## config.mk

```make
export PLATFORM = sky130hd
export DESIGN_NAME = ffe_credit_in
export DESIGN_NICKNAME = d
export VERILOG_FILES = /design/src/ffe_pkg.sv /design/src/ffe_credit_in.sv
export VERILOG_INCLUDE_DIRS = /design/src
export SDC_FILE = /design/constraint.sdc
export NUM_CORES = 1
export LEC_CHECK = 0
export CAP_MARGIN = 20
export CORE_MARGIN = 4
export CORE_UTILIZATION = 65
export CTS_BUF_LIST = sky130_fd_sc_hd__clkbuf_8
export DETAILED_ROUTE_END_ITERATION = 7
export DONT_BUFFER_PORTS = 1
export GPL_TIMING_DRIVEN = 1
export PLACE_DENSITY = 0.81
export RECOVER_POWER = 50
export SLEW_MARGIN = 15
export SYNTH_ARGS = -nofsm -noshare
export SYNTH_HDL_FRONTEND = slang
export SYNTH_SLANG_ARGS = --single-unit
```

## constraint.sdc

```tcl
create_clock -name clk -period 2.7 [get_ports clk]
set_input_delay 0.405 -clock clk [delete_from_list [all_inputs] [get_ports clk]]
set_output_delay 0.405 -clock clk [all_outputs]
set_load 0.01 [all_outputs]
```

## src/ffe_defs.svh

```systemverilog
`ifndef FFE_DEFS_SVH
`define FFE_DEFS_SVH

// datapath widths.
`define FFE_CODE_WIDTH 8
`define FFE_WEIGHT_WIDTH 8
`define FFE_RESULT_WIDTH 8
`define FFE_SHIFT_WIDTH 5

// equalizer shape.
`define FFE_DEPTH 6
`define FFE_CHANNELS 4

// blocks of history needed to cover every tap, current block included.
`define FFE_BUFFER_DEPTH (((`FFE_DEPTH - 1 + `FFE_CHANNELS - 1) / `FFE_CHANNELS) + 1)
`define FFE_CENTER_BUFFER 0

// input FIFO entries, also the upstream credits after reset.
`define FFE_IN_FIFO_DEPTH 4

// downstream buffer size, also the credits the core starts with.
`define FFE_OUT_CREDITS 2

`endif

```

## src/ffe_pkg.sv

```systemverilog
`default_nettype none
`include "ffe_defs.svh"

package ffe_pkg;

	typedef logic signed [`FFE_CODE_WIDTH-1:0] code_t;
	typedef logic signed [`FFE_WEIGHT_WIDTH-1:0] weight_t;
	typedef logic signed [`FFE_RESULT_WIDTH-1:0] result_t;
	typedef logic [`FFE_SHIFT_WIDTH-1:0] shift_t;

	// one input transfer, channel 0 is the oldest code of the block.
	typedef struct packed {
		logic valid;
		code_t [`FFE_CHANNELS-1:0] codes;
	} codeBlock_t;

	// one output transfer.
	typedef struct packed {
		logic valid;
		result_t [`FFE_CHANNELS-1:0] results;
	} resultBlock_t;

	typedef weight_t [`FFE_DEPTH-1:0][`FFE_CHANNELS-1:0] weightSet_t; // [tap][channel].
	typedef shift_t [`FFE_CHANNELS-1:0] shiftSet_t;

	typedef enum logic [1:0] {
		cfgNop,
		cfgWeight,
		cfgShift
	} cfgOp_t;

	typedef struct packed {
		cfgOp_t op;
		logic [$clog2(`FFE_DEPTH)-1:0] tap;
		logic [$clog2(`FFE_CHANNELS)-1:0] channel;
		weight_t value; // shift uses the low bits.
	} cfgCmd_t;

endpackage : ffe_pkg

`default_nettype wire

```

## src/ffe_credit_in.sv

```systemverilog
`timescale 1ns/1ps
`default_nettype none
`include "ffe_defs.svh"

module ffe_credit_in #(
	parameter int depth = `FFE_IN_FIFO_DEPTH
) (
	input wire logic clk,
	input wire logic rstb,
	input wire ffe_pkg::codeBlock_t inBlock,
	input wire logic pop,
	output ffe_pkg::codeBlock_t outBlock,
	output logic notEmpty,
	output logic inCreditReturn
);
	import ffe_pkg::*;

	localparam int ptrWidth = (depth > 1) ? $clog2(depth) : 1;
	localparam int countWidth = $clog2(depth + 1);

	codeBlock_t mem [depth];
	logic [ptrWidth-1:0] wrPtr;
	logic [ptrWidth-1:0] rdPtr;
	logic [countWidth-1:0] count;
	logic push;
	logic doPop;

	assign notEmpty = (count != '0);
	// upstream only sends on a credit, so full never meets a push.
	assign push = inBlock.valid && (count != countWidth'(depth));
	assign doPop = pop && notEmpty;
	assign inCreditReturn = doPop; // one credit back per popped block.

	always_comb begin
		outBlock = mem[rdPtr]; // head entry.
		outBlock.valid = notEmpty;
	end

	always_ff @(posedge clk) begin
		if (push) begin
			mem[wrPtr] <= inBlock;
		end
	end

	always_ff @(posedge clk or negedge rstb) begin
		if (!rstb) begin
			wrPtr <= '0;
			rdPtr <= '0;
			count <= '0;
		end else begin
			if (push) begin
				wrPtr <= (wrPtr == ptrWidth'(depth - 1)) ? '0 : wrPtr + 1'b1;
			end
			if (doPop) begin
				rdPtr <= (rdPtr == ptrWidth'(depth - 1)) ? '0 : rdPtr + 1'b1;
			end
			case ({push, doPop})
				2'b10: count <= count + 1'b1;
				2'b01: count <= count - 1'b1;
				default: count <= count; // both or neither.
			endcase
		end
	end

endmodule : ffe_credit_in

`default_nettype wire

```

[Word-level counts from Yosys, hierarchy flattened]
Memory sizes are Yosys's and may differ from the RTL's.
Cells that the tools add are included.
Storage, ports and cells
  register bits: 7
  RAM bits: 132
  word-level logic and storage cells: 22
  memories kept: 1
Operators by class
  add/subtract/negate cells: 4
  eq/ne operators: 5
  muxes and demuxes: 5
  reductions and logical operators: 4
Memory list
  mem: depth 4, width 33, rd ports 1, clocked after memory_dff 0, wr ports 1, line ffe_credit_in.sv:21  | codeBlock_t mem [depth];
Operators by type and width (count)
  == test 2 bit, second input constant: 3
  case mux 3 bit (2 select lines): 1
  adder 2 x 1 -> 2 bit, second input constant: 2
  2-to-1 mux 2 bit: 2
  adder 3 x 1 -> 3 bit, second input constant: 1
  inequality test 3 bit, second input constant: 1
  nonzero test 3 bit: 1
  subtractor 3 x 1 -> 3 bit, second input constant: 1
  == test 2 x 1 -> 1 bit, second input constant: 1
  logical AND 1 bit: 2
  2-to-1 mux 1 bit: 2
  nonzero test 2 bit: 1

[Longest topological paths before layout]
Gate-level depths: netlist of the first run.
  word-level depth: 4
  mapped depth: 9
  depth with buffers taken out: 9

[Least setup slack after synthesis of the first run]
OpenSTA, ideal clock, no wires.
  path kind: flip-flop to flip-flop
  from: register count[2]
  to: memory mem[3][0] in the netlist's numbering (enable)
  arrival: 1.533 ns
  required time: 2.308 ns
  slack: 0.775 ns
  stages on the path, launching flop included: 3
  clock period less this slack: 1.925 ns
  cells stage by stage: dfrtp_1 > a31oi_2 > and2_1
On the way
  longest elaborated chain between the ends: 4
RTL lines
  start, declared: line ffe_credit_in.sv:24  | logic [countWidth-1:0] count;
  start signal, assigned: line ffe_credit_in.sv:58  | 2'b10: count <= count + 1'b1;
  start signal, assigned: line ffe_credit_in.sv:59  | 2'b01: count <= count - 1'b1;
  start signal, assigned: line ffe_credit_in.sv:60  | default: count <= count;
  inequality test 3 bit: line ffe_credit_in.sv:30  | assign push = inBlock.valid && (count != countWidth'(depth));
  logical AND 1 bit: line ffe_credit_in.sv:30
  2-to-1 mux 1 bit: line ffe_credit_in.sv:40  | if (push) begin
  2-to-1 mux 1 bit (not written as such): line ffe_credit_in.sv:41  | mem[wrPtr] <= inBlock;
  end, declared: line ffe_credit_in.sv:21
No other way between the ends.

==> flow_summary.json, run 1 <==
{
  "synth_nets": 252,
  "ant_nets": 0,
  "synthFlopType": "edfxtp_1",
  "yosysUniqueCellTypes": 21,
  "grt_overflow": 0,
  "cts.sink_count": 135,
  "die-area_mm2": 0.009369,
  "areaGrowthSynthToFinish_pct": 8.862,
  "ys_async_sr_fraction_pct": 5.185,
  "path_max_fanout": 22,
  "worst_clock_skew_ns": 0.01170,
  "grt_util_met3_pct": 8.075,
  "setup_viol": 0,
  "gp_congestion": 0.7854,
  "drive_above_1_share_pct": 29.66,
  "grt_busiest_layer": "met2",
  "synthTopCellsByCount": "128 x edfxtp_1, 28 x mux4_2, 8 x inv_1",
  "status": "finished clean",
  "fmax_mhz": 419.9,
  "die_h_um": 96.80,
  "synth_seq_cells": 135,
  "synth_edf_count": 128,
  "post-dp-hpwl_mm": 5.281,
  "max_cap_violations": 0,
  "core_area_mm2": 0.007687,
  "h-tree-depth": 4,
  "clk_latency_ns": 0.41,
  "wl_per_cell_um": 24.91,
  "postCtsSetupRepairBufs": 0,
  "final.setup.tns_ns": 0,
  "synth_xor_xnor_area_share_pct": 0.5127,
  "vdd_drop_max_v": 0.0006929,
  "yosysTopAreaCellShare_pct": 75.00,
  "wl_mm": 8.421,
  "synth_simple_gate_area_share_pct": 1.050,
  "numCtsBuffers": 17,
  "required_ns": 2.30,
  "path_buf_inv": 1,
  "cts_hold_buf": 1,
  "cpMaxStageDelayCell": "dfrtp_2",
  "io_pins": 71,
  "finalInstanceArea_mm2": 0.005579,
  "track_usage_pct": 19.45,
  "grtUsageMet1_pct": 23.22,
  "synth_compound_area_share_pct": 0.2441,
  "syn_area_per_cell_um2": 24.52,
  "die_x_um": 96.80,
  "cpLargestDelayFamily": "flip-flops",
  "synthAdderAreaFrac_pct": 1.855,
  "start_util_pct": 66.67,
  "synth_area_mm2": 0.005125,
  "synthMostInstantiatedCell": "edfxtp_1",
  "end_kind": "output port",
  "use_met2_pct": 31.79,
  "final_nets": 266,
  "hold_viol": 0,
  "antenna_found_initial": 0,
  "vias": 2104,
  "muxShareOfSynthArea_pct": 15.43,
  "grt_max_degree": 33,
  "fin_crit_ns": 2.381,
  "crit_type": "flop to output port",
  "synth_top_family_by_area": "multiplexers",
  "critPathArrivalTime_ns": 1.98,
  "power_density_mw_per_mm2": 1095,
  "clk_pin_slew_ns": 0.08,
  "ctsResizeCount": 0,
  "syn-instance-count": 209,
  "std_cell_rows": 32,
  "drv_slew": 0,
  "slowest_delay_ns": 0.64,
  "drtIter0Drc": 143,
  "n_fill_cell": 448,
  "synthTopCellsByArea": "edfxtp_1 75%, mux4_2 12%, dfrtp_1 3.4%",
  "root_buffer": "clkbuf_8",
  "grt_pass1_vias": 2276,
  "placed_area_mm2": 0.005196,
  "routed_via_density": 6.225,
  "cts_tree": "built",
  "yosys_warnings": 0,
  "clock_path_buffers": 2,
  "max_slew_margin_pct": 41.48,
  "worstHoldPathType": "input port to flop",
  "antennaDiodeCount": 0,
  "crit_path_start_kind": "flop",
  "yosys.area.top_type": "edfxtp_1",
  "grt_pass1_wl_mm": 13.43,
  "crit_chain": "buf_12, mux4_1",
  "drt_first_pass_iters": 6,
  "port_buffers": 0,
  "drc_errors": 0,
  "p_leak_nw": 1.827,
  "ys_seq_area_share_pct": 78.42,
  "finalCritPeriodShare_pct": 88.20,
  "rsz0062_at_grt": "no",
  "max_slew.worst_pin.slew_ns": 0.8779
}
[registers in the layout (all words and copies together) (netlist names)]
name	flops
count	3
mem	128
rdPtr	2
wrPtr	2
[stage by stage]
| step | util [%] | worst slack [ns] | hold WS (ns) | power [mW] | cells |
|---|---|---|---|---|---|
| floorplan | - | 0.7750 | 0.1094 | 4.332 | 209 |
| global placement | 67.59 | 0.7229 | 0.1096 | 4.518 | 305 |
| detailed placement | 67.59 | 0.6404 | 0.1096 | 4.629 | 305 |
| CTS | 72.75 | 0.2448 | 0.04811 | 6.208 | 338 |
| global route | 72.57 | 0.1838 | 0.03540 | 6.409 | 338 |
| finish | 72.57 | 0.3185 | 0.07944 | 6.110 | 338 |
[power by group]
group	switching [mW]	internal [mW]	leakage [nW]
logic	0.897	0.677	0.394
registers	0.176	2.79	1.25
clock network	0.753	0.820	0.180
[metal layers]
| metal | vias up | part of all wire [%] |
|---|---|---|
| li1 | 895 | - |
| met1 | 1107 | 37 |
| met2 | 93 | 54 |
| met3 | 9 | 9.0 |
| met4 | 0 | 0.78 |
| met5 | - | 0 |
[cells in the final DEF (no fill, tap or decap), drive strengths merged]
cell type    count
a31oi            1
and2             4
buf              3
bufinv           2
clkbuf          17
clkinv           3
clkinvlp         6
dfrtp            7
dlygate4sd3      1
edfxtp         128
fa               1
ha               6
inv             12
mux2             4
mux2i            1
mux4            32
nand2            1
nor2             3
or3              1
xnor2            1
xor2             2
[final timing paths]
check                                startpoint              endpoint  slack, ns  depth (start not counted)
min in group asynchronous                  rstb  count[1]$_DFFE_PN0P_       0.32                          1
hold reg to reg            count[2]$_DFFE_PN0P_  count[2]$_DFFE_PN0P_       0.51                          1
setup reg to reg           count[1]$_DFFE_PN0P_   mem[0][2]$_DFFE_PP_       0.45                          3
max in group asynchronous                  rstb  rdPtr[0]$_DFFE_PN0P_       2.11                          1
hold / removal                      inBlock[15]  mem[1][15]$_DFFE_PP_       0.08                          0
setup / recovery           rdPtr[0]$_DFFE_PN0P_           outBlock[1]       0.32                          2
[cell type report]
class,count,area (um^2),share of cell area [%]
clock buffers,17,234.0,4.194
clock inverters,15,152.6,2.736
inverters,8,30.03,0.5382
multi-input cells,57,969.7,17.38
flip-flops and latches,135,4020,72.06
well taps,102,127.6,2.288
repair buffers,4,45.04,0.8074
[cells by family (layout without fill, tap and decap cells)]
family | Yosys count | count (layout)
AO/OA/AOI/OAI | 1 | 1
XOR/XNOR | 3 | 3
flip-flops | 135 | 135
adder cells (fa/ha/maj) | 7 | 7
buffers and inverters | 17 | 44
multiplexers | 37 | 37
AND/OR/NAND/NOR | 9 | 9
[worst reg2reg max path: cells and delay by family (launching register included)]
| kind | cells | cell delay (ns) |
|---|---|---|
| and+or+nand+nor | 1 | 0.86 |
| AOI/OAI and AO/OA | 1 | 0.56 |
| DFF | 1 | 0.36 |
| buffers and inverters | 1 | 0.09 |
(Power assumes the default switching activity.)
==> run 2: changes to the inputs <==
--- a/config.mk
+++ b/config.mk
@@ -12,9 +12,10 @@
 export CTS_BUF_LIST = sky130_fd_sc_hd__clkbuf_8
 export DETAILED_ROUTE_END_ITERATION = 7
 export DONT_BUFFER_PORTS = 1
-export GPL_TIMING_DRIVEN = 1
+export GPL_TIMING_DRIVEN = 0
 export PLACE_DENSITY = 0.81
 export RECOVER_POWER = 50
+export REMOVE_ABC_BUFFERS = 1
 export SLEW_MARGIN = 15
 export SYNTH_ARGS = -nofsm -noshare
 export SYNTH_HDL_FRONTEND = slang
==> flow_summary.json, run 2 (synthesis gave the netlist of run 1 again) <==
{
  "die-area_mm2": 0.009369,
  "drt_first_pass_iters": 4,
  "port_buffers": 0,
  "clk_pin_slew_ns": 0.08,
  "routed_via_density": 6.141,
  "largest_register": "mem",
  "setup_viol": 0,
  "placed_area_mm2": 0.005293,
  "drive_above_1_share_pct": 31.09,
  "final_core_util_pct": 73.88,
  "io_pins": 71,
  "ant_nets": 0,
  "clock_path_buffers": 2,
  "track_usage_pct": 19.25,
  "largest_reg_flops": 128,
  "worstHoldPathType": "input port to flop",
  "fmax_mhz": 411.1,
  "final_common_cell": "edfxtp_1",
  "multi_input_area_um2": 974.7,
  "grt_overflow": 0,
  "met2_length_mm": 4.413,
  "finalCritPeriodShare_pct": 90.09,
  "drtIter0Drc": 107,
  "required_ns": 2.30,
  "start_util_pct": 66.67,
  "max_slew_margin_pct": 32.75,
  "fin_crit_ns": 2.432,
  "std_cell_rows": 32,
  "final_cell_mix": "128 x edfxtp_1, 28 x mux4_2, 17 x clkbuf_8, 9 x inv_1, 6 x ha_1",
  "max_cap_violations": 0,
  "h-tree-depth": 4,
  "cts_hold_buf": 1,
  "drc_errors": 0,
  "wl_met3_um": 650,
  "crit_path_start_kind": "flop",
  "grt_pass1_wl_mm": 13.06,
  "numCtsBuffers": 17,
  "n_fill_cell": 443,
  "grt_max_degree": 35,
  "post-dp-hpwl_mm": 5.388,
  "final.setup.tns_ns": 0,
  "wl_met1_mm": 3.037,
  "clk_latency_ns": 0.42,
  "wl_mm": 8.183,
  "grt_pass1_vias": 2325,
  "status": "finished clean",
  "die_x_um": 96.80,
  "hold_viol": 0,
  "highest_layer": "met4",
  "postCtsSetupRepairBufs": 0,
  "ctsResizeCount": 0,
  "die_h_um": 96.80,
  "hold_ws_ns": 0.06816,
  "core_area_mm2": 0.007687,
  "max_slew.worst_pin.slew_ns": 1.008,
  "vias": 2088,
  "cts.sink_count": 135,
  "wl_per_cell_um": 24.07,
  "reg_top3": "mem: 128 flops, count: 3 flops",
  "path_max_fanout": 20,
  "crit_type": "flop to output port",
  "root_buffer": "clkbuf_8",
  "critPathArrivalTime_ns": 2.03,
  "worst_clock_skew_ns": 0.008698,
  "antennaDiodeCount": 0,
  "vdd_drop_max_v": 0.0009494,
  "antenna_found_initial": 0,
  "end_kind": "output port",
  "final_nets": 268,
  "power_density_mw_per_mm2": 1094,
  "p_leak_nw": 1.868,
  "gp_congestion": 0.7468,
  "rsz0062_at_grt": "no",
  "areaGrowthSynthToFinish_pct": 10.82,
  "drv_slew": 0,
  "regArea_mm2": 0.004021,
  "finalInstanceArea_mm2": 0.005679,
  "cts_tree": "built"
}
-- run 2: changes by cell type in the layout (fill, tap and decap cells not counted), sizes merged --
cell / change
inv: +1
clkinvlp: -1
buf: +2
-- run 2: layout make-up --
class | instances | area share, %
well taps | 102 | 2.247
clock inverters | 15 | 2.666
repair buffers | 6 | 2.467
clock buffers | 17 | 4.120
multi-input cells | 57 | 17.16
flip-flops and latches | 135 | 70.81
inverters | 8 | 0.5288
-- run 2: worst max-delay path: stages, from the launching register on --
cell and delay (ns):
dfrtp_2 0.69, buf_12 0.27, mux4_1 0.65
-- run 2: final timing paths --
| path | from | end | slack (ns) | cells after the start |
|---|---|---|---|---|
| worst max-delay path | rdPtr[0]$_DFFE_PN0P_ | outBlock[2] | 0.27 | 2 |
| worst min register to register | count[0]$_DFFE_PN0P_ | count[0]$_DFFE_PN0P_ | 0.53 | 1 |
| min in group asynchronous | rstb | count[1]$_DFFE_PN0P_ | 0.31 | 1 |
| worst max register to register | count[1]$_DFFE_PN0P_ | mem[1][8]$_DFFE_PP_ | 0.30 | 4 |
| worst min-delay path | inBlock[10] | mem[3][10]$_DFFE_PP_ | 0.07 | 0 |
| max in group asynchronous | rstb | rdPtr[0]$_DFFE_PN0P_ | 2.11 | 1 |
-- run 2: power breakdown --
part | total [mW] | leakage (nW) | internal (mW) | switching [mW]
clock | 1.58 | 0.186 | 0.821 | 0.761
combinational | 1.57 | 0.429 | 0.761 | 0.807
sequential | 3.06 | 1.25 | 2.78 | 0.284
total | 6.21 | 1.87 | 4.36 | 1.85
-- run 2: layer usage --
metal,vias to the layer above,track usage (%)
li1,904,-
met1,1093,22.59
met2,84,31.42
met3,7,9.156
met4,0,6.587
met5,-,0
-- run 2: through the flow --
stage / cells / power, mW / setup slack (ns)
6_report: 340 / 6.211 / 0.2675
3_5_place_dp: 307 / 4.722 / 0.6167
2_1_floorplan: 200 / 4.187 / 0.1629
5_1_grt: 340 / 6.540 / 0.1087
3_3_place_gp: 302 / 4.482 / -0.2705
4_1_cts: 340 / 6.310 / 0.1792
==> run 3: changes to the inputs <==
--- a/config.mk
+++ b/config.mk
@@ -8,12 +8,12 @@
 export LEC_CHECK = 0
 export CAP_MARGIN = 20
 export CORE_MARGIN = 4
-export CORE_UTILIZATION = 65
-export CTS_BUF_LIST = sky130_fd_sc_hd__clkbuf_8
+export CORE_UTILIZATION = 60
+export CTS_BUF_LIST = sky130_fd_sc_hd__clkbuf_4
 export DETAILED_ROUTE_END_ITERATION = 7
 export DONT_BUFFER_PORTS = 1
 export GPL_TIMING_DRIVEN = 0
-export PLACE_DENSITY = 0.81
+export PLACE_DENSITY = 0.76
 export RECOVER_POWER = 50
 export REMOVE_ABC_BUFFERS = 1
 export SLEW_MARGIN = 15
==> flow_summary.json, run 3 (synthesis gave the netlist of run 1 again) <==
{
  "critPathArrivalTime_ns": 2.00,
  "drtIter0Drc": 103,
  "die_h_um": 100.4,
  "p_leak_nw": 1.971,
  "rsz0062_at_grt": "no",
  "gp_congestion": 0.6991,
  "vdd_drop_max_v": 0.0006729,
  "drt_first_pass_iters": 4,
  "crit_path_start_kind": "flop",
  "postCtsSetupRepairBufs": 0,
  "routed_via_density": 5.805,
  "fmax_mhz": 414.9,
  "h-tree-depth": 4,
  "crit_type": "flop to output port",
  "hold_ws_ns": 0.1726,
  "cts.sink_count": 135,
  "reg_top3": "mem: 128 flops, count: 3 flops",
  "required_ns": 2.30,
  "core_area_mm2": 0.008258,
  "n_fill_cell": 482,
  "wl_per_cell_um": 21.53,
  "grt_overflow": 0,
  "fin_crit_ns": 2.410,
  "setup_viol": 0,
  "grt_max_degree": 35,
  "root_buffer": "clkbuf_4",
  "crit_chain": "buf_12, mux4_1",
  "cpMaxStageDelayCell": "mux4_1",
  "grt_pass1_vias": 2418,
  "multi_input_area_um2": 975.9,
  "clock_path_buffers": 2,
  "final.setup.tns_ns": 0,
  "grt_pass1_wl_mm": 13.02,
  "ant_nets": 0,
  "clk_latency_ns": 0.48,
  "worstHoldPathType": "input port to flop",
  "hold_viol": 0,
  "vias": 2177,
  "finalCritPeriodShare_pct": 89.26,
  "regArea_mm2": 0.004024,
  "port_buffers": 0,
  "antennaDiodeCount": 0,
  "numCtsBuffers": 17,
  "max_cap_violations": 0,
  "clk_pin_slew_ns": 0.10,
  "status": "finished clean",
  "areaGrowthSynthToFinish_pct": 15.19,
  "drc_errors": 0,
  "antenna_found_initial": 0,
  "max_slew.worst_pin.slew_ns": 0.7961,
  "path_max_fanout": 20,
  "wl_mm": 8.072,
  "die-area_mm2": 0.01008,
  "max_slew_margin_pct": 46.92,
  "largest_reg_flops": 128,
  "std_cell_rows": 33,
  "drive_above_1_share_pct": 27.41,
  "io_pins": 71,
  "final_cell_mix": "128 x edfxtp_1, 33 x dlygate4sd3_1, 28 x mux4_2, 18 x clkbuf_4, 8 x inv_1",
  "final_nets": 300,
  "power_density_mw_per_mm2": 1002,
  "drv_slew": 0,
  "final_common_cell": "edfxtp_1",
  "worst_clock_skew_ns": 0.01039,
  "cts_tree": "built",
  "largest_register": "mem",
  "track_usage_pct": 17.82,
  "start_util_pct": 62.06,
  "slowest_delay_ns": 0.64,
  "die_x_um": 100.4,
  "post-dp-hpwl_mm": 5.088,
  "end_kind": "output port"
}
## run 3: changes by cell type in the layout (fill, tap and decap cells not counted), moves of 2 or more
cell and delta:
clkinvlp_4 -4, clkbuf_4 +18, clkinv_1 +2, clkbuf_8 -17, and2_0 -2, dlygate4sd3_1 +32
clkinv_4 +2
## run 3: what timing repair did
item | in CTS | in global routing
endpoints found under the setup margin | 0 | 3
hold buffers | 33 | 0
endpoints found under the hold margin | 135 | 0
resized for setup | 0 | 1
## run 3: metal layers
layer / routed length [um] / part of all wire (%) / track usage (%)
met4: 30 / 0.37 / 4.974
met2: 4377 / 54 / 30.38
met3: 465 / 5.8 / 6.324
met1: 3198 / 40 / 21.72
met5: 0 / 0 / 0
## run 3: cell type report
type / count / area share (%)
timing repair buffer: 38 / 7.800
clock buffer: 18 / 2.289
inverter: 8 / 0.5087
tap: 105 / 2.226
clock inverter: 14 / 2.480
multi-input combinational: 57 / 16.53
sequential: 135 / 68.16
## run 3: where the power goes
group	internal, mW	switching, mW	total [mW]
combinational	0.790	0.802	1.59
clock	0.569	0.697	1.27
sequential	2.78	0.285	3.06
total	4.13	1.78	5.92
## run 3: through the flow
| stage | std cells | utilization (%) | power (mW) | setup WS (ns) | cell area, um^2 |
|---|---|---|---|---|---|
| after floorplan | 200 | - | 4.187 | 0.1629 | 5027 |
| after global placement | 305 | 62.47 | 4.486 | -0.2570 | 5159 |
| after detailed placement | 310 | 64.14 | 4.697 | 0.6475 | 5296 |
| after CTS | 375 | 71.55 | 6.016 | 0.08810 | 5908 |
| after global routing | 375 | 71.48 | 6.254 | 0.1151 | 5903 |
| final | 375 | 71.48 | 5.917 | 0.2900 | 5903 |
## run 3: worst paths after layout
| check | from | to | slack (ns) | depth (start not counted) |
|---|---|---|---|---|
| setup / recovery | rdPtr[0]$_DFFE_PN0P_ | outBlock[1] | 0.29 | 2 |
| hold / removal | pop | rdPtr[1]$_DFFE_PN0P_ | 0.17 | 2 |
| setup reg to reg | count[0]$_DFFE_PN0P_ | mem[2][20]$_DFFE_PP_ | 0.46 | 4 |
| hold reg to reg | count[2]$_DFFE_PN0P_ | count[2]$_DFFE_PN0P_ | 0.53 | 1 |
| max in group asynchronous | rstb | rdPtr[0]$_DFFE_PN0P_ | 2.19 | 1 |
| min in group asynchronous | rstb | count[2]$_DFFE_PN0P_ | 0.24 | 1 |
## run 3: worst max-delay path: cells and delay by family (launching register included)
kind | cells | cell delay, ns
flip-flops | 1 | 0.63
multiplexers | 1 | 0.64
buffers and inverters | 1 | 0.24
