$ cat config.mk
export PLATFORM = sky130hd
export DESIGN_NAME = ffe_coef_regs
export DESIGN_NICKNAME = d
export VERILOG_FILES = /design/src/ffe_pkg.sv /design/src/ffe_coef_regs.sv
export VERILOG_INCLUDE_DIRS = /design/src
export SDC_FILE = /design/constraint.sdc
export NUM_CORES = 1
export LEC_CHECK = 0
export ABC_AREA = 0
export ABC_CLOCK_PERIOD_IN_PS = 990
export BUFFER_PORTS_ARGS = -buffer_cell sky130_fd_sc_hd__buf_2
export CAP_MARGIN = 25
export CORE_MARGIN = 4
export CORE_UTILIZATION = 40
export DETAILED_ROUTE_END_ITERATION = 10
export PLACE_DENSITY_LB_ADDON = 0.25
export SYNTH_ARGS = -nofsm -noshare
export SYNTH_HDL_FRONTEND = slang
export SYNTH_SLANG_ARGS = --single-unit
$ cat constraint.sdc
create_clock -name clk -period 0.99 [get_ports clk]
set_input_delay 0.1485 -clock clk [delete_from_list [all_inputs] [get_ports clk]]
set_output_delay 0.1485 -clock clk [all_outputs]
set_load 0.01 [all_outputs]
$ cat src/ffe_defs.svh
`ifndef FFE_DEFS_SVH
`define FFE_DEFS_SVH

// datapath widths.
`define FFE_CODE_WIDTH 8
`define FFE_WEIGHT_WIDTH 8
`define FFE_RESULT_WIDTH 8
`define FFE_SHIFT_WIDTH 5

// equalizer shape.
`define FFE_DEPTH 6
`define FFE_CHANNELS 4

// blocks of history needed to cover every tap, current block included.
`define FFE_BUFFER_DEPTH (((`FFE_DEPTH - 1 + `FFE_CHANNELS - 1) / `FFE_CHANNELS) + 1)
`define FFE_CENTER_BUFFER 0

// input FIFO entries, also the upstream credits after reset.
`define FFE_IN_FIFO_DEPTH 4

// downstream buffer size, also the credits the core starts with.
`define FFE_OUT_CREDITS 2

`endif

$ cat src/ffe_pkg.sv
`default_nettype none
`include "ffe_defs.svh"

package ffe_pkg;

	typedef logic signed [`FFE_CODE_WIDTH-1:0] code_t;
	typedef logic signed [`FFE_WEIGHT_WIDTH-1:0] weight_t;
	typedef logic signed [`FFE_RESULT_WIDTH-1:0] result_t;
	typedef logic [`FFE_SHIFT_WIDTH-1:0] shift_t;

	// one input transfer, channel 0 is the oldest code of the block.
	typedef struct packed {
		logic valid;
		code_t [`FFE_CHANNELS-1:0] codes;
	} codeBlock_t;

	// one output transfer.
	typedef struct packed {
		logic valid;
		result_t [`FFE_CHANNELS-1:0] results;
	} resultBlock_t;

	typedef weight_t [`FFE_DEPTH-1:0][`FFE_CHANNELS-1:0] weightSet_t; // [tap][channel].
	typedef shift_t [`FFE_CHANNELS-1:0] shiftSet_t;

	typedef enum logic [1:0] {
		cfgNop,
		cfgWeight,
		cfgShift
	} cfgOp_t;

	typedef struct packed {
		cfgOp_t op;
		logic [$clog2(`FFE_DEPTH)-1:0] tap;
		logic [$clog2(`FFE_CHANNELS)-1:0] channel;
		weight_t value; // shift uses the low bits.
	} cfgCmd_t;

endpackage : ffe_pkg

`default_nettype wire

$ cat src/ffe_coef_regs.sv
`timescale 1ns/1ps
`default_nettype none
`include "ffe_defs.svh"

module ffe_coef_regs (
	input wire logic clk,
	input wire logic rstb,
	input wire ffe_pkg::cfgCmd_t cfgCmd,
	output ffe_pkg::weightSet_t weights,
	output ffe_pkg::shiftSet_t shiftIndex
);
	import ffe_pkg::*;

	logic tapOk;

	// tap field is wider than the range it addresses.
	assign tapOk = (cfgCmd.tap < `FFE_DEPTH);

	always_ff @(posedge clk or negedge rstb) begin
		if (!rstb) begin
			weights <= '0;
			shiftIndex <= '0;
		end else begin
			case (cfgCmd.op)
				cfgWeight: begin
					if (tapOk) begin
						weights[cfgCmd.tap][cfgCmd.channel] <= cfgCmd.value;
					end
				end
				cfgShift: begin
					shiftIndex[cfgCmd.channel] <= cfgCmd.value[`FFE_SHIFT_WIDTH-1:0];
				end
				default: begin
					weights <= weights; // nop.
				end
			endcase
		end
	end

endmodule : ffe_coef_regs

`default_nettype wire

# Word-level counts from Yosys, hierarchy flattened
# Cells that the tools add are included.
# word_totals
elab_cells	46
regBits	212
output_inout_bits	212
in_bits	17
# op_classes
n_mux	8
n_reduce_logical	3
eq_ne	2
n_lt_le_gt_ge	5
# op_table
cell	n
$bwmux W192	1
$demux W32 S3	1
$mux W32	1
$bwmux W20	1
$demux W8 S2	1
$demux W5 S2	1
$mux W8	1
$mux W5	1
$lt A3 B4 Y1 const B	1
$ge A3 B1 Y1 const B	1
$lt A2 B3 Y1 const B	1
$lt A3 B3 Y1 const B	1
$eq A2 B1 Y1 const B	1
$eq A2 B2 Y1 const B	1
$ge A2 B1 Y1 const B	1
$logic_and A1 B1 Y1	2
$reduce_and A2 Y1	1

# Logic depth before layout (Yosys ltp)
# Gate-level depths: netlist (run 1).
# depth
ltp_word	7
mapped_depth	5
ltp_nobuf	3

# Least setup slack after synthesis (run 1)
# Ideal clock, no wire load.
# synth_timing
kind	input-to-reg
start	input port cfgCmd[14] in the netlist's numbering
end	register weights[112] in the netlist's numbering
slack_ns	-0.397
setup_ns	0.125
arrival_ns	1.263
path_stages	5
path_cell_list	buf_2 -> and4bb_2 -> buf_2 -> nand2_2 -> mux2_2
# synth_between
elab_chain_cells	2
# synth_lines
element	line_no	rtl
start: declaration	ffe_coef_regs.sv:8	input wire ffe_pkg::cfgCmd_t cfgCmd,
$eq A2 B1 Y1	ffe_coef_regs.sv:24	case (cfgCmd.op)
$reduce_and A2 Y1 (no source line)	-	
end signal: indexed assignment	ffe_coef_regs.sv:27	weights[cfgCmd.tap][cfgCmd.channel] <= cfgCmd.value;
end signal: assignment	ffe_coef_regs.sv:34	weights <= weights;
end: declaration	ffe_coef_regs.sv:9	output ffe_pkg::weightSet_t weights,
# No other way between the ends.
# A chain may end at the register's enable or synchronous reset.

# Worst setup path after layout (run 1)
# layout_timing
start	register weights[44] in the netlist's numbering
end	output port weights[44] in the netlist's numbering
# No word-level cell between the ends.

==> report_table.html, run 1 <==
<table>
<tr><th>Metric</th><th>Value</th></tr>
<tr><th colspan="2">Global route</th></tr>
<tr><td>Number of antenna violations at the first check in global routing</td><td>1</td></tr>
<tr><td>Pin count of the biggest net entering global routing</td><td>between 40 and 50</td></tr>
<tr><td>Vias in the first global route</td><td>5773</td></tr>
<tr><td>Global-route wire length before repair</td><td>~35000 um</td></tr>
<tr><td>GRT Residual Overflow</td><td>0</td></tr>
<tr><td>Total global routing track utilization</td><td>0.198</td></tr>
<tr><th colspan="2">Clock network</th></tr>
<tr><td>Clock transition at the register clock pins on the worst setup and hold paths after CTS</td><td>~0.060 ns</td></tr>
<tr><td>Clk sink count</td><td>~210</td></tr>
<tr><td>Maximum root-to-sink buffer count</td><td>3</td></tr>
<tr><td>H-Tree Level Count</td><td>1</td></tr>
<tr><td>Skew-Pair Late Insertion Delay</td><td>roughly 0.48 ns</td></tr>
<tr><td>TritonCTS Buffers</td><td>22</td></tr>
<tr><td>Root buf cell</td><td>sky130_fd_sc_hd__clkbuf_16</td></tr>
<tr><td>Clock tree from TritonCTS</td><td>built</td></tr>
<tr><th colspan="2">Placement</th></tr>
<tr><td>Count of input and output buffers</td><td>between 200 and 250</td></tr>
<tr><td>HPWL Detailed</td><td>between 15000 and 20000 um</td></tr>
<tr><td>Weighted congestion reported at the end of routability-driven placement</td><td>between 0.7 and 0.8</td></tr>
<tr><th colspan="2">Timing</th></tr>
<tr><td>Count of pins over their slew limit</td><td>0</td></tr>
<tr><td>Final setup slack of the worst path</td><td>-0.203 ns</td></tr>
<tr><td>Final count of hold timing violations</td><td>0</td></tr>
<tr><td>Unrepaired setup endpoints after global routing</td><td>yes</td></tr>
<tr><td>Tightest hold margin</td><td>0.135 ns</td></tr>
<tr><td>Setup tns final</td><td>-35.03 ns</td></tr>
<tr><td>Actual slew at the worst max-slew pin</td><td>between 0.6 and 0.7 ns</td></tr>
<tr><td>Final period demand of the worst path</td><td>around 1.2 ns</td></tr>
<tr><td>Portion of the clock cycle consumed by the worst path in the final layout</td><td>1.21</td></tr>
<tr><td>Max-slew headroom at the worst pin</td><td>0.543</td></tr>
<tr><td>Fmax</td><td>between 800 and 900 MHz</td></tr>
<tr><td>Clock Skews</td><td>0 ns</td></tr>
<tr><td>Endpoints failing setup</td><td>approximately 220</td></tr>
<tr><th colspan="2">Routing</th></tr>
<tr><td>Detail-routed net length per standard cell</td><td>roughly 21 um</td></tr>
<tr><td>Vias/cell</td><td>around 5</td></tr>
<tr><td>Total Routed Length</td><td>approximately 23000 um</td></tr>
<tr><td>Remaining routing DRC violations</td><td>0</td></tr>
<tr><td>DRT iter0 DRCs</td><td>~130</td></tr>
<tr><td>1st-pass router iterations</td><td>4</td></tr>
<tr><td>Detailed-route via count</td><td>between 5000 and 6000</td></tr>
<tr><td>Antenna Violating Nets Remaining</td><td>0</td></tr>
<tr><th colspan="2">Final layout</th></tr>
<tr><td>Area Growth Syn to Fin</td><td>45.9%</td></tr>
<tr><td>Count of fill cells added during filler insertion</td><td>about 1600</td></tr>
<tr><td>Fraction of final layout cells with drive strength greater than 1</td><td>0.728</td></tr>
<tr><td>Most common cell after layout, fill and taps aside</td><td>sky130_fd_sc_hd__dfrtp_1</td></tr>
<tr><td>Register area</td><td>0.00531 mm2</td></tr>
<tr><td>Multi-input logic area</td><td>0.00287 mm2</td></tr>
<tr><td>Share of the core filled with cells</td><td>0.601</td></tr>
<tr><td>Highest-count cells in the layout ignoring fill and taps</td><td>sky130_fd_sc_hd__dfrtp_1, sky130_fd_sc_hd__mux2_2, sky130_fd_sc_hd__buf_2, sky130_fd_sc_hd__buf_6, sky130_fd_sc_hd__buf_4</td></tr>
<tr><td>Final-stage net count</td><td>just over 800</td></tr>
<tr><th colspan="2">Setup path</th></tr>
<tr><td>Sort of element at the end of the critical path</td><td>output port</td></tr>
<tr><td>Critical path launch point type</td><td>flip-flop</td></tr>
<tr><td>Reg-to-reg slack, setup</td><td>-0.03 ns</td></tr>
<tr><td>Critical Path, Cell by Cell</td><td>buf_2</td></tr>
<tr><td>Cell with the largest stage delay on the worst path</td><td>sky130_fd_sc_hd__dfrtp_1</td></tr>
<tr><td>Buf+Inv Stages, Crit Path</td><td>1</td></tr>
<tr><td>Dominant delay contributor by cell family on the critical path</td><td>flip-flops</td></tr>
<tr><td>CP max stage delay</td><td>0.40 ns</td></tr>
<tr><td>Kind of critical path</td><td>flip-flop to output port</td></tr>
<tr><td>Arrival @ worst endpoint</td><td>roughly 1.0 ns</td></tr>
<tr><td>Critical path fanouts, max</td><td>2</td></tr>
<tr><td>Data required time at the worst endpoint</td><td>approximately 0.84 ns</td></tr>
<tr><th colspan="2">Pwr</th></tr>
<tr><td>Leakage Power</td><td>6.35 nW</td></tr>
<tr><td>Areal power density over the cells</td><td>2060 mW/mm2</td></tr>
<tr><td>VDD IR-drop max</td><td>about 1400 uV</td></tr>
<tr><td>Total power after layout</td><td>24.5 mW</td></tr>
<tr><th colspan="2">Floorplan</th></tr>
<tr><td>DIE HEIGHT</td><td>about 150 um</td></tr>
<tr><td>X dimension of the die</td><td>approximately 150 um</td></tr>
<tr><td>Cell Rows</td><td>between 50 and 60</td></tr>
<tr><td>Area of the die</td><td>roughly 0.023 mm2</td></tr>
<tr><td>Initial core utilization</td><td>0.412</td></tr>
<tr><td>IO Count</td><td>approximately 230</td></tr>
<tr><td>Core Box Area</td><td>0.0198 mm2</td></tr>
<tr><th colspan="2">Yosys</th></tr>
<tr><td>Number of synthesis warnings</td><td>0</td></tr>
<tr><td>Sequential element share of the synthesized area</td><td>0.651</td></tr>
<tr><td>Post-synthesis average cell area</td><td>approximately 17 um2</td></tr>
<tr><td>Total standard cell area after synthesis</td><td>about 0.0082 mm2</td></tr>
<tr><td>Post-synthesis net count</td><td>roughly 510</td></tr>
<tr><td>Total of flip-flops plus latches after synthesis</td><td>about 210</td></tr>
<tr><td>Count of mapped cells out of synthesis</td><td>between 400 and 500</td></tr>
<tr><td>Cell variety after synth</td><td>15</td></tr>
<tr><th colspan="2">Job</th></tr>
<tr><td>Number of maximum-capacitance violations</td><td>0</td></tr>
<tr><th colspan="2">Min path</th></tr>
<tr><td>Worst min-delay path class</td><td>primary input to asynchronous set/reset pin</td></tr>
<tr><th colspan="2">Run status</th></tr>
<tr><td>Violations in the final reports</td><td>setup timing</td></tr>
<tr><td>Status</td><td>finished, violations left</td></tr>
</table>
-- cell families after synthesis --
kind of cell / after synthesis / share of synthesized area
flops: 212 / 0.651
simple gates: 38 / 0.0433
buf+inv: 27 / 0.0134
mux: 212 / 0.293
-- where the power goes --
group          internal [mW]  switching (mW)  total, mW
registers               9.89           0.758       10.7
clock network           5.57            3.18       8.75
logic                   2.95            2.15       5.11
total                   18.4            6.09       24.5
-- path summary, 6_finish.rpt --
path / start / end / depth (start not counted)
setup / recovery: weights[44]$_DFFE_PN0P_ / weights[44] / 1
hold / removal: rstb / weights[0]$_DFFE_PN0P_ / 2
setup reg to reg: weights[57]$_DFFE_PN0P_ / weights[57]$_DFFE_PN0P_ / 3
hold reg to reg: weights[50]$_DFFE_PN0P_ / weights[50]$_DFFE_PN0P_ / 1
max in group asynchronous: rstb / weights[38]$_DFFE_PN0P_ / 3
min in group clk: cfgCmd[6] / weights[6]$_DFFE_PN0P_ / 3
-- stage by stage --
stage	setup slack [ns]	cells	area (um2)
after floorplan	-0.217	489	8270
after global placement	-0.435	988	10000
after detailed placement	-0.461	988	10000
after CTS	-0.228	1063	11400
after global routing	-0.242	1087	11900
final	-0.203	1087	11900
-- per-layer routing --
| layer | vias to the layer above | global-route usage | part of all wire |
|---|---|---|---|
| met2 | 162 | 0.337 | 0.50 |
| li1 | 2369 | - | - |
| met1 | 2828 | 0.261 | 0.42 |
| met5 | - | 0 | 0 |
| met4 | 0 | 0.0481 | 0.018 |
| met3 | 29 | 0.0404 | 0.058 |
-- area by class of cell --
cell class	count	share of cell area
flip-flops and latches	212	0.446
multi-input cells	250	0.241
clock inverters	5	0.00841
repair buffers	322	0.219
diodes	1	0.000210
clock buffers	32	0.0579
well taps	265	0.0279
-- synthesized netlist by cell type --
cell	number	area (um2)
sky130_fd_sc_hd__and3_1	1	6.26
sky130_fd_sc_hd__and3b_1	2	17.5
sky130_fd_sc_hd__and4bb_2	4	50.1
sky130_fd_sc_hd__buf_1	5	18.8
sky130_fd_sc_hd__buf_2	6	30.0
sky130_fd_sc_hd__clkbuf_1	16	60.1
sky130_fd_sc_hd__dfrtp_1	212	5310
sky130_fd_sc_hd__mux2_1	5	56.3
sky130_fd_sc_hd__mux2_2	207	2330
sky130_fd_sc_hd__nand2_2	24	150
sky130_fd_sc_hd__nand4b_1	1	8.76
sky130_fd_sc_hd__nor3b_2	1	12.5
sky130_fd_sc_hd__nor4_4	1	21.3
sky130_fd_sc_hd__nor4b_2	1	15.0
sky130_fd_sc_hd__nor4b_4	3	71.3
-- what timing repair did --
action / CTS / global route
endpoints found under the hold margin: 213 / 0
buffers inserted: 36 / 23
hold buffers: 2 / 0
gates resized for setup: 65 / 56
cloned: 0 / 0
setup endpoints to repair: 212 / 212
-- flip-flops by register name, summed over array words and instances (netlist names) --
register    count
weights       192
shiftIndex     20
Note: power is estimated with default switching activity, not from simulation.
==> run 2, diff against run 1 <==
==> constraint.sdc (replaced) <==
create_clock -name clk -period 0.99 [get_ports clk]
set_input_delay 0 -clock clk [delete_from_list [all_inputs] [get_ports clk]]
set_output_delay 0 -clock clk [all_outputs]
set_load 0.01 [all_outputs]
==> report_table.html, run 2 (same netlist as run 1, synthesis figures left out) <==
<table>
<tr><th>Metric</th><th>Value</th></tr>
<tr><th colspan="2">Run status</th></tr>
<tr><td>Status</td><td>finished, violations left</td></tr>
<tr><td>Violations in the final reports</td><td>setup timing</td></tr>
<tr><th colspan="2">Routing</th></tr>
<tr><td>1st-pass router iterations</td><td>4</td></tr>
<tr><td>Vias/cell</td><td>between 4 and 5</td></tr>
<tr><td>DRT iter0 DRCs</td><td>116</td></tr>
<tr><td>Total Routed Length</td><td>~22000 um</td></tr>
<tr><td>Remaining routing DRC violations</td><td>0</td></tr>
<tr><td>Detailed-route via count</td><td>between 5000 and 6000</td></tr>
<tr><td>Antenna Violating Nets Remaining</td><td>0</td></tr>
<tr><td>Detail-routed net length per standard cell</td><td>between 20 and 25 um</td></tr>
<tr><th colspan="2">Setup path</th></tr>
<tr><td>Cell with the largest stage delay on the worst path</td><td>sky130_fd_sc_hd__dfrtp_1</td></tr>
<tr><td>Arrival @ worst endpoint</td><td>approximately 1.1 ns</td></tr>
<tr><td>Buf+Inv Stages, Crit Path</td><td>1</td></tr>
<tr><td>Critical path fanouts, max</td><td>2</td></tr>
<tr><td>CP max stage delay</td><td>0.40 ns</td></tr>
<tr><td>Kind of critical path</td><td>flip-flop to output port</td></tr>
<tr><td>Sort of element at the end of the critical path</td><td>output port</td></tr>
<tr><td>Data required time at the worst endpoint</td><td>0.99 ns</td></tr>
<tr><td>Critical path launch point type</td><td>flip-flop</td></tr>
<tr><td>Dominant delay contributor by cell family on the critical path</td><td>flip-flops</td></tr>
<tr><td>Critical Path, Cell by Cell</td><td>buf_2</td></tr>
<tr><th colspan="2">Global route</th></tr>
<tr><td>Number of antenna violations at the first check in global routing</td><td>1</td></tr>
<tr><td>Global-route wire length before repair</td><td>approximately 34000 um</td></tr>
<tr><td>GRT Residual Overflow</td><td>0</td></tr>
<tr><td>Pin count of the biggest net entering global routing</td><td>44</td></tr>
<tr><td>Vias in the first global route</td><td>around 5900</td></tr>
<tr><td>Total global routing track utilization</td><td>0.194</td></tr>
<tr><th colspan="2">Timing</th></tr>
<tr><td>Clock Skews</td><td>0 ns</td></tr>
<tr><td>Fmax</td><td>approximately 950 MHz</td></tr>
<tr><td>Unrepaired setup endpoints after global routing</td><td>yes</td></tr>
<tr><td>Final count of hold timing violations</td><td>0</td></tr>
<tr><td>Portion of the clock cycle consumed by the worst path in the final layout</td><td>1.06</td></tr>
<tr><td>Final setup slack of the worst path</td><td>-0.0608 ns</td></tr>
<tr><td>Max-slew headroom at the worst pin</td><td>0.514</td></tr>
<tr><td>Final period demand of the worst path</td><td>between 1 and 1.5 ns</td></tr>
<tr><td>Tightest hold margin</td><td>0.00164 ns</td></tr>
<tr><td>Endpoints failing setup</td><td>between 200 and 250</td></tr>
<tr><td>Count of pins over their slew limit</td><td>0</td></tr>
<tr><td>Actual slew at the worst max-slew pin</td><td>between 0.7 and 0.8 ns</td></tr>
<tr><th colspan="2">Final layout</th></tr>
<tr><td>Final instance area</td><td>0.0114 mm2</td></tr>
<tr><td>Biggest regs</td><td>weights x192, shiftIndex x20</td></tr>
<tr><td>Area Growth Syn to Fin</td><td>40.1%</td></tr>
<tr><td>Most common cell after layout, fill and taps aside</td><td>sky130_fd_sc_hd__dfrtp_1</td></tr>
<tr><td>Final-stage net count</td><td>811</td></tr>
<tr><td>Max FFs per register</td><td>192</td></tr>
<tr><td>Top register by number of flip-flops</td><td>weights</td></tr>
<tr><td>Fraction of final layout cells with drive strength greater than 1</td><td>0.721</td></tr>
<tr><td>Share of the core filled with cells</td><td>0.577</td></tr>
<tr><td>Highest-count cells in the layout ignoring fill and taps</td><td>sky130_fd_sc_hd__dfrtp_1, sky130_fd_sc_hd__mux2_2, sky130_fd_sc_hd__buf_2, sky130_fd_sc_hd__buf_6, sky130_fd_sc_hd__buf_4</td></tr>
<tr><th colspan="2">Floorplan</th></tr>
<tr><td>Initial core utilization</td><td>0.412</td></tr>
<tr><td>Core Box Area</td><td>between 0.015 and 0.02 mm2</td></tr>
<tr><td>X dimension of the die</td><td>about 150 um</td></tr>
<tr><td>IO Count</td><td>229</td></tr>
<tr><td>Area of the die</td><td>approximately 0.023 mm2</td></tr>
<tr><td>Cell Rows</td><td>51</td></tr>
<tr><td>DIE HEIGHT</td><td>~150 um</td></tr>
<tr><th colspan="2">Clock network</th></tr>
<tr><td>Clk sink count</td><td>212</td></tr>
<tr><td>Clock tree from TritonCTS</td><td>built</td></tr>
<tr><td>Root buf cell</td><td>sky130_fd_sc_hd__clkbuf_16</td></tr>
<tr><td>H-Tree Level Count</td><td>1</td></tr>
<tr><td>Maximum root-to-sink buffer count</td><td>3</td></tr>
<tr><td>TritonCTS Buffers</td><td>23</td></tr>
<tr><td>Clock transition at the register clock pins on the worst setup and hold paths after CTS</td><td>about 0.06 ns</td></tr>
<tr><td>Skew-Pair Late Insertion Delay</td><td>0.50 ns</td></tr>
<tr><th colspan="2">Pwr</th></tr>
<tr><td>Leakage Power</td><td>6.12 nW</td></tr>
<tr><td>Areal power density over the cells</td><td>2020 mW/mm2</td></tr>
<tr><td>VDD IR-drop max</td><td>1130 uV</td></tr>
<tr><th colspan="2">Min path</th></tr>
<tr><td>Worst min-delay path class</td><td>primary input to asynchronous set/reset pin</td></tr>
<tr><th colspan="2">Placement</th></tr>
<tr><td>Count of input and output buffers</td><td>roughly 230</td></tr>
<tr><td>Weighted congestion reported at the end of routability-driven placement</td><td>0.767</td></tr>
<tr><td>Dpl cell area</td><td>approximately 0.0099 mm2</td></tr>
<tr><td>HPWL Detailed</td><td>around 15000 um</td></tr>
<tr><td>Pre-CTS setup slack</td><td>-0.294 ns</td></tr>
<tr><th colspan="2">Job</th></tr>
<tr><td>Number of maximum-capacitance violations</td><td>0</td></tr>
</table>
-- run 2: cell types whose count changed in the layout (fill, tap and decap cells not counted), sizes merged --
cell / previous run / this run
clkbuf: 33 / 30
clkinv: 2 / 3
diode: 1 / 2
bufinv: 3 / 0
inv: 0 / 2
buf: 319 / 305
dlygate4sd3: 2 / 1
-- run 2: final cells by class --
class / instances / area, um2
antenna: 2 / 5.00
clock buffer: 29 / 628
clock inverter: 5 / 35.0
fill: 1600 / 8360
multi-input combinational: 250 / 2820
sequential: 212 / 5310
tap: 265 / 332
timing repair buffer: 307 / 2300
-- run 2: where the power goes --
| part | internal, mW | switching, mW | leakage [nW] |
|---|---|---|---|
| clock | 4.44 | 3.24 | 0.331 |
| combinational | 2.67 | 2.06 | 3.00 |
| sequential | 9.89 | 0.761 | 2.79 |
-- run 2: final timing paths --
| check | startpoint | to | slack [ns] | cells after the start |
|---|---|---|---|---|
| hold reg to reg | weights[61]$_DFFE_PN0P_ | weights[61]$_DFFE_PN0P_ | 0.50 | 1 |
| setup reg to reg | weights[175]$_DFFE_PN0P_ | weights[175]$_DFFE_PN0P_ | -0.03 | 3 |
| hold / removal | rstb | weights[5]$_DFFE_PN0P_ | 0.002 | 2 |
| max in group asynchronous | rstb | weights[135]$_DFFE_PN0P_ | 0.44 | 3 |
| setup / recovery | weights[190]$_DFFE_PN0P_ | weights[190] | -0.06 | 1 |
| min in group clk | cfgCmd[9] | weights[163]$_DFFE_PN0P_ | 0.16 | 5 |
-- run 2: metal layers --
layer,global-route usage,share of wire
met4,0.0435,0.015
met3,0.0646,0.084
met1,0.244,0.41
met5,0,0.00031
met2,0.326,0.49
-- run 2: timing repair --
item                                    4_1_cts  5_1_grt
endpoints found under the setup margin      212      212
gates resized for setup                      38       49
hold buffers                                  1        0
buffers inserted                             35       16
hold endpoints to repair                    212        0
-- run 2: metrics by stage --
step | total power [mW] | instances | setup TNS (ns)
floorplan | 12.5 | 489 | -9.22
global placement | 14.4 | 982 | -45.95
detailed placement | 14.6 | 982 | -51.53
CTS | 22.9 | 1052 | -11.81
global route | 24.2 | 1068 | -16.48
finish | 23.1 | 1070 | -6.33
==> run 3, diff against run 2 <==
- ABC_AREA: 0 -> 1
- TNS_END_PERCENT: unset -> 1
==> report_table.html, run 3 <==
<table>
<tr><th>Metric</th><th>Value</th></tr>
<tr><th colspan="2">Run status</th></tr>
<tr><td>Status</td><td>finished, violations left</td></tr>
<tr><td>Violations in the final reports</td><td>hold timing, setup timing</td></tr>
<tr><th colspan="2">Final layout</th></tr>
<tr><td>Count of fill cells added during filler insertion</td><td>between 1500 and 2000</td></tr>
<tr><td>Multi-input logic area</td><td>0.00316 mm2</td></tr>
<tr><td>Final instance area</td><td>~0.012 mm2</td></tr>
<tr><td>Share of the core filled with cells</td><td>0.563</td></tr>
<tr><td>Fraction of final layout cells with drive strength greater than 1</td><td>0.329</td></tr>
<tr><td>Final-stage net count</td><td>between 1000 and 1500</td></tr>
<tr><td>Most common cell after layout, fill and taps aside</td><td>sky130_fd_sc_hd__nand2_1</td></tr>
<tr><td>Antenna diode instance count</td><td>0</td></tr>
<tr><td>Top register by number of flip-flops</td><td>weights</td></tr>
<tr><td>Biggest regs</td><td>weights x192, shiftIndex x20</td></tr>
<tr><td>Max FFs per register</td><td>~190</td></tr>
<tr><td>Area Growth Syn to Fin</td><td>36.9%</td></tr>
<tr><td>Register area</td><td>between 0.005 and 0.006 mm2</td></tr>
<tr><td>Highest-count cells in the layout ignoring fill and taps</td><td>sky130_fd_sc_hd__nand2_1, sky130_fd_sc_hd__dfrtp_1, sky130_fd_sc_hd__nand3_1, sky130_fd_sc_hd__buf_2, sky130_fd_sc_hd__buf_4</td></tr>
<tr><th colspan="2">Timing</th></tr>
<tr><td>Actual slew at the worst max-slew pin</td><td>approximately 0.75 ns</td></tr>
<tr><td>Final setup slack of the worst path</td><td>-0.0805 ns</td></tr>
<tr><td>Final period demand of the worst path</td><td>1.07 ns</td></tr>
<tr><td>Endpoints failing setup</td><td>212</td></tr>
<tr><td>Fmax</td><td>934 MHz</td></tr>
<tr><td>Setup tns final</td><td>-7.75 ns</td></tr>
<tr><td>Clock Skews</td><td>0 ns</td></tr>
<tr><td>Final count of hold timing violations</td><td>20</td></tr>
<tr><td>Max-slew headroom at the worst pin</td><td>0.503</td></tr>
<tr><td>Unrepaired setup endpoints after global routing</td><td>yes</td></tr>
<tr><td>Tightest hold margin</td><td>-0.0444 ns</td></tr>
<tr><td>Portion of the clock cycle consumed by the worst path in the final layout</td><td>1.08</td></tr>
<tr><td>Count of pins over their slew limit</td><td>0</td></tr>
<tr><th colspan="2">Routing</th></tr>
<tr><td>Vias/cell</td><td>4.96</td></tr>
<tr><td>Detailed-route via count</td><td>~8000</td></tr>
<tr><td>Met3 WL post-DR</td><td>approximately 2400 um</td></tr>
<tr><td>Metal1 wirelength</td><td>~11000 um</td></tr>
<tr><td>Top sig layer</td><td>met5</td></tr>
<tr><td>Antenna Violating Nets Remaining</td><td>0</td></tr>
<tr><td>DRT iter0 DRCs</td><td>439</td></tr>
<tr><td>1st-pass router iterations</td><td>4</td></tr>
<tr><td>Met2 layer wire length in the routed design</td><td>about 12000 um</td></tr>
<tr><td>Detail-routed net length per standard cell</td><td>about 17 um</td></tr>
<tr><td>Total Routed Length</td><td>approximately 27000 um</td></tr>
<tr><td>Remaining routing DRC violations</td><td>0</td></tr>
<tr><th colspan="2">Floorplan</th></tr>
<tr><td>Core Box Area</td><td>between 0.02 and 0.025 mm2</td></tr>
<tr><td>Initial core utilization</td><td>0.412</td></tr>
<tr><td>X dimension of the die</td><td>approximately 160 um</td></tr>
<tr><td>Area of the die</td><td>approximately 0.024 mm2</td></tr>
<tr><td>DIE HEIGHT</td><td>approximately 160 um</td></tr>
<tr><td>IO Count</td><td>between 200 and 250</td></tr>
<tr><td>Cell Rows</td><td>53</td></tr>
<tr><th colspan="2">Setup path</th></tr>
<tr><td>Critical path launch point type</td><td>flip-flop</td></tr>
<tr><td>Kind of critical path</td><td>flip-flop to output port</td></tr>
<tr><td>Dominant delay contributor by cell family on the critical path</td><td>flip-flops</td></tr>
<tr><td>Data required time at the worst endpoint</td><td>around 0.99 ns</td></tr>
<tr><td>Worst reg2reg path depth</td><td>3</td></tr>
<tr><td>Critical path fanouts, max</td><td>2</td></tr>
<tr><td>Cell with the largest stage delay on the worst path</td><td>sky130_fd_sc_hd__dfrtp_1</td></tr>
<tr><td>CP max stage delay</td><td>around 0.42 ns</td></tr>
<tr><td>End of the worst register-to-register path</td><td>weights[5]$_DFFE_PN0P_</td></tr>
<tr><td>Critical Path, Cell by Cell</td><td>buf_6</td></tr>
<tr><td>Reg-to-reg slack, setup</td><td>~0.24 ns</td></tr>
<tr><td>Buf+Inv Stages, Crit Path</td><td>1</td></tr>
<tr><td>Sort of element at the end of the critical path</td><td>output port</td></tr>
<tr><td>Reg2Reg Launch Point</td><td>weights[5]$_DFFE_PN0P_</td></tr>
<tr><td>Arrival @ worst endpoint</td><td>about 1.1 ns</td></tr>
<tr><th colspan="2">Pwr</th></tr>
<tr><td>Internal Dissipation</td><td>16.1 mW</td></tr>
<tr><td>Leakage Power</td><td>roughly 7 nW</td></tr>
<tr><td>Areal power density over the cells</td><td>~1900 mW/mm2</td></tr>
<tr><td>Register share of total power</td><td>0.465</td></tr>
<tr><td>Combinational cell fraction of total power</td><td>0.172</td></tr>
<tr><td>Switch Pwr</td><td>between 6 and 7 mW</td></tr>
<tr><td>VDD IR-drop max</td><td>roughly 1200 uV</td></tr>
<tr><td>Switching share of power</td><td>0.278</td></tr>
<tr><td>Clock share of power</td><td>0.364</td></tr>
<tr><th colspan="2">Clock network</th></tr>
<tr><td>TritonCTS Buffers</td><td>23</td></tr>
<tr><td>Maximum root-to-sink buffer count</td><td>3</td></tr>
<tr><td>Total of hold buffers inserted after clock tree synthesis</td><td>7</td></tr>
<tr><td>Clock transition at the register clock pins on the worst setup and hold paths after CTS</td><td>0.06 ns</td></tr>
<tr><td>Skew-Pair Late Insertion Delay</td><td>approximately 0.50 ns</td></tr>
<tr><td>Root buf cell</td><td>sky130_fd_sc_hd__clkbuf_16</td></tr>
<tr><td>Clk sink count</td><td>between 200 and 250</td></tr>
<tr><td>H-Tree Level Count</td><td>1</td></tr>
<tr><td>Clock tree from TritonCTS</td><td>built</td></tr>
<tr><th colspan="2">Yosys</th></tr>
<tr><td>Total standard cell area after synthesis</td><td>just under 0.009 mm2</td></tr>
<tr><td>Area share of the leading cell type in the synthesized netlist</td><td>0.606</td></tr>
<tr><td>Total of flip-flops plus latches after synthesis</td><td>roughly 210</td></tr>
<tr><td>Leading register cell type out of synthesis</td><td>sky130_fd_sc_hd__dfrtp_1</td></tr>
<tr><td>Sequential element share of the synthesized area</td><td>0.606</td></tr>
<tr><td>Most instantiated cells after synthesis</td><td>sky130_fd_sc_hd__nand2_1, sky130_fd_sc_hd__dfrtp_1, sky130_fd_sc_hd__nand3_1</td></tr>
<tr><td>Share of synthesized flip-flops with an asynchronous set or reset</td><td>1.00</td></tr>
<tr><td>Post-synthesis average cell area</td><td>~9.1 um2</td></tr>
<tr><td>Ranking of synthesized cells by area</td><td>sky130_fd_sc_hd__dfrtp_1, sky130_fd_sc_hd__nand2_1, sky130_fd_sc_hd__nand3_1</td></tr>
<tr><td>Number of synthesis warnings</td><td>0</td></tr>
<tr><td>Count of flip-flops with a built-in enable after synthesis</td><td>0</td></tr>
<tr><td>Cell variety after synth</td><td>17</td></tr>
<tr><td>Count of mapped cells out of synthesis</td><td>960</td></tr>
<tr><td>Post-synthesis net count</td><td>around 1000</td></tr>
<tr><td>Post-synth top area cell</td><td>sky130_fd_sc_hd__dfrtp_1</td></tr>
<tr><td>Most repeated cell in the gate-level netlist after synthesis</td><td>sky130_fd_sc_hd__nand2_1</td></tr>
<tr><th colspan="2">Job</th></tr>
<tr><td>Number of maximum-capacitance violations</td><td>0</td></tr>
<tr><th colspan="2">Placement</th></tr>
<tr><td>Count of input and output buffers</td><td>roughly 230</td></tr>
<tr><td>Dpl cell area</td><td>approximately 0.011 mm2</td></tr>
<tr><td>HPWL Detailed</td><td>about 18000 um</td></tr>
<tr><td>Weighted congestion reported at the end of routability-driven placement</td><td>roughly 0.8</td></tr>
<tr><th colspan="2">Global route</th></tr>
<tr><td>Number of antenna violations at the first check in global routing</td><td>3</td></tr>
<tr><td>Pin count of the biggest net entering global routing</td><td>50</td></tr>
<tr><td>Global-route wire length before repair</td><td>around 42000 um</td></tr>
<tr><td>Vias in the first global route</td><td>7672</td></tr>
<tr><td>GRT Residual Overflow</td><td>0</td></tr>
<tr><td>Total global routing track utilization</td><td>0.218</td></tr>
<tr><th colspan="2">Min path</th></tr>
<tr><td>Worst min-delay path class</td><td>primary input to asynchronous set/reset pin</td></tr>
</table>
[run 3: power by group through the flow]
stage	combinational, mW	sequential (mW)	clock, mW
floorplan	1.17	10.9	0
global placement	3.56	10.5	0
detailed placement	3.64	10.5	0
CTS	3.75	10.3	8.31
global route	4.25	10.5	8.73
finish	3.83	10.4	8.12
[run 3: routing by layer]
metal	GRT usage	up-vias
li1	-	3725
met1	0.304	3717
met2	0.344	284
met3	0.0555	50
met4	0.0559	6
met5	0	-
[run 3: final cells by class]
class,count,share of cell area
inverters,15,0.00470
repair buffers,340,0.201
clock inverters,2,0.000835
multi-input cells,687,0.264
well taps,275,0.0287
clock buffers,38,0.0585
flip-flops and latches,212,0.442
[run 3: repair_timing]
action                                 CTS  global route
setup endpoints to repair              212           212
setup buffers                            0             2
endpoints found under the hold margin  248            20
gates resized for setup                 14            28
[run 3: worst max path at each step]
| stage | start | end | depth (start not counted) |
|---|---|---|---|
| CTS | weights[28]$_DFFE_PN0P_ | weights[28] | 1 |
| floorplan | cfgCmd[9] | weights[69]$_DFFE_PN0P_ | 7 |
| finish | weights[28]$_DFFE_PN0P_ | weights[28] | 1 |
| global route | weights[175]$_DFFE_PN0P_ | weights[175] | 1 |
| global placement | cfgCmd[14] | weights[61]$_DFFE_PN0P_ | 8 |
| detailed placement | cfgCmd[14] | weights[61]$_DFFE_PN0P_ | 8 |
[run 3: stage by stage]
step / power (mW) / setup slack [ns] / std cells
finish: 22.3 / -0.0805 / 1569
detailed placement: 14.1 / -0.217 / 1520
global route: 23.5 / -0.106 / 1569
global placement: 14.0 / -0.179 / 1520
floorplan: 12.0 / 0.0178 / 960
CTS: 22.4 / -0.0938 / 1567
[run 3: logic make-up after synthesis]
family | count (synthesis) | share of synthesized area
DFF | 212 | 0.606
and+or+nand+nor | 667 | 0.350
buffers and inverters | 61 | 0.0331
AOI/OAI and AO/OA | 20 | 0.0114
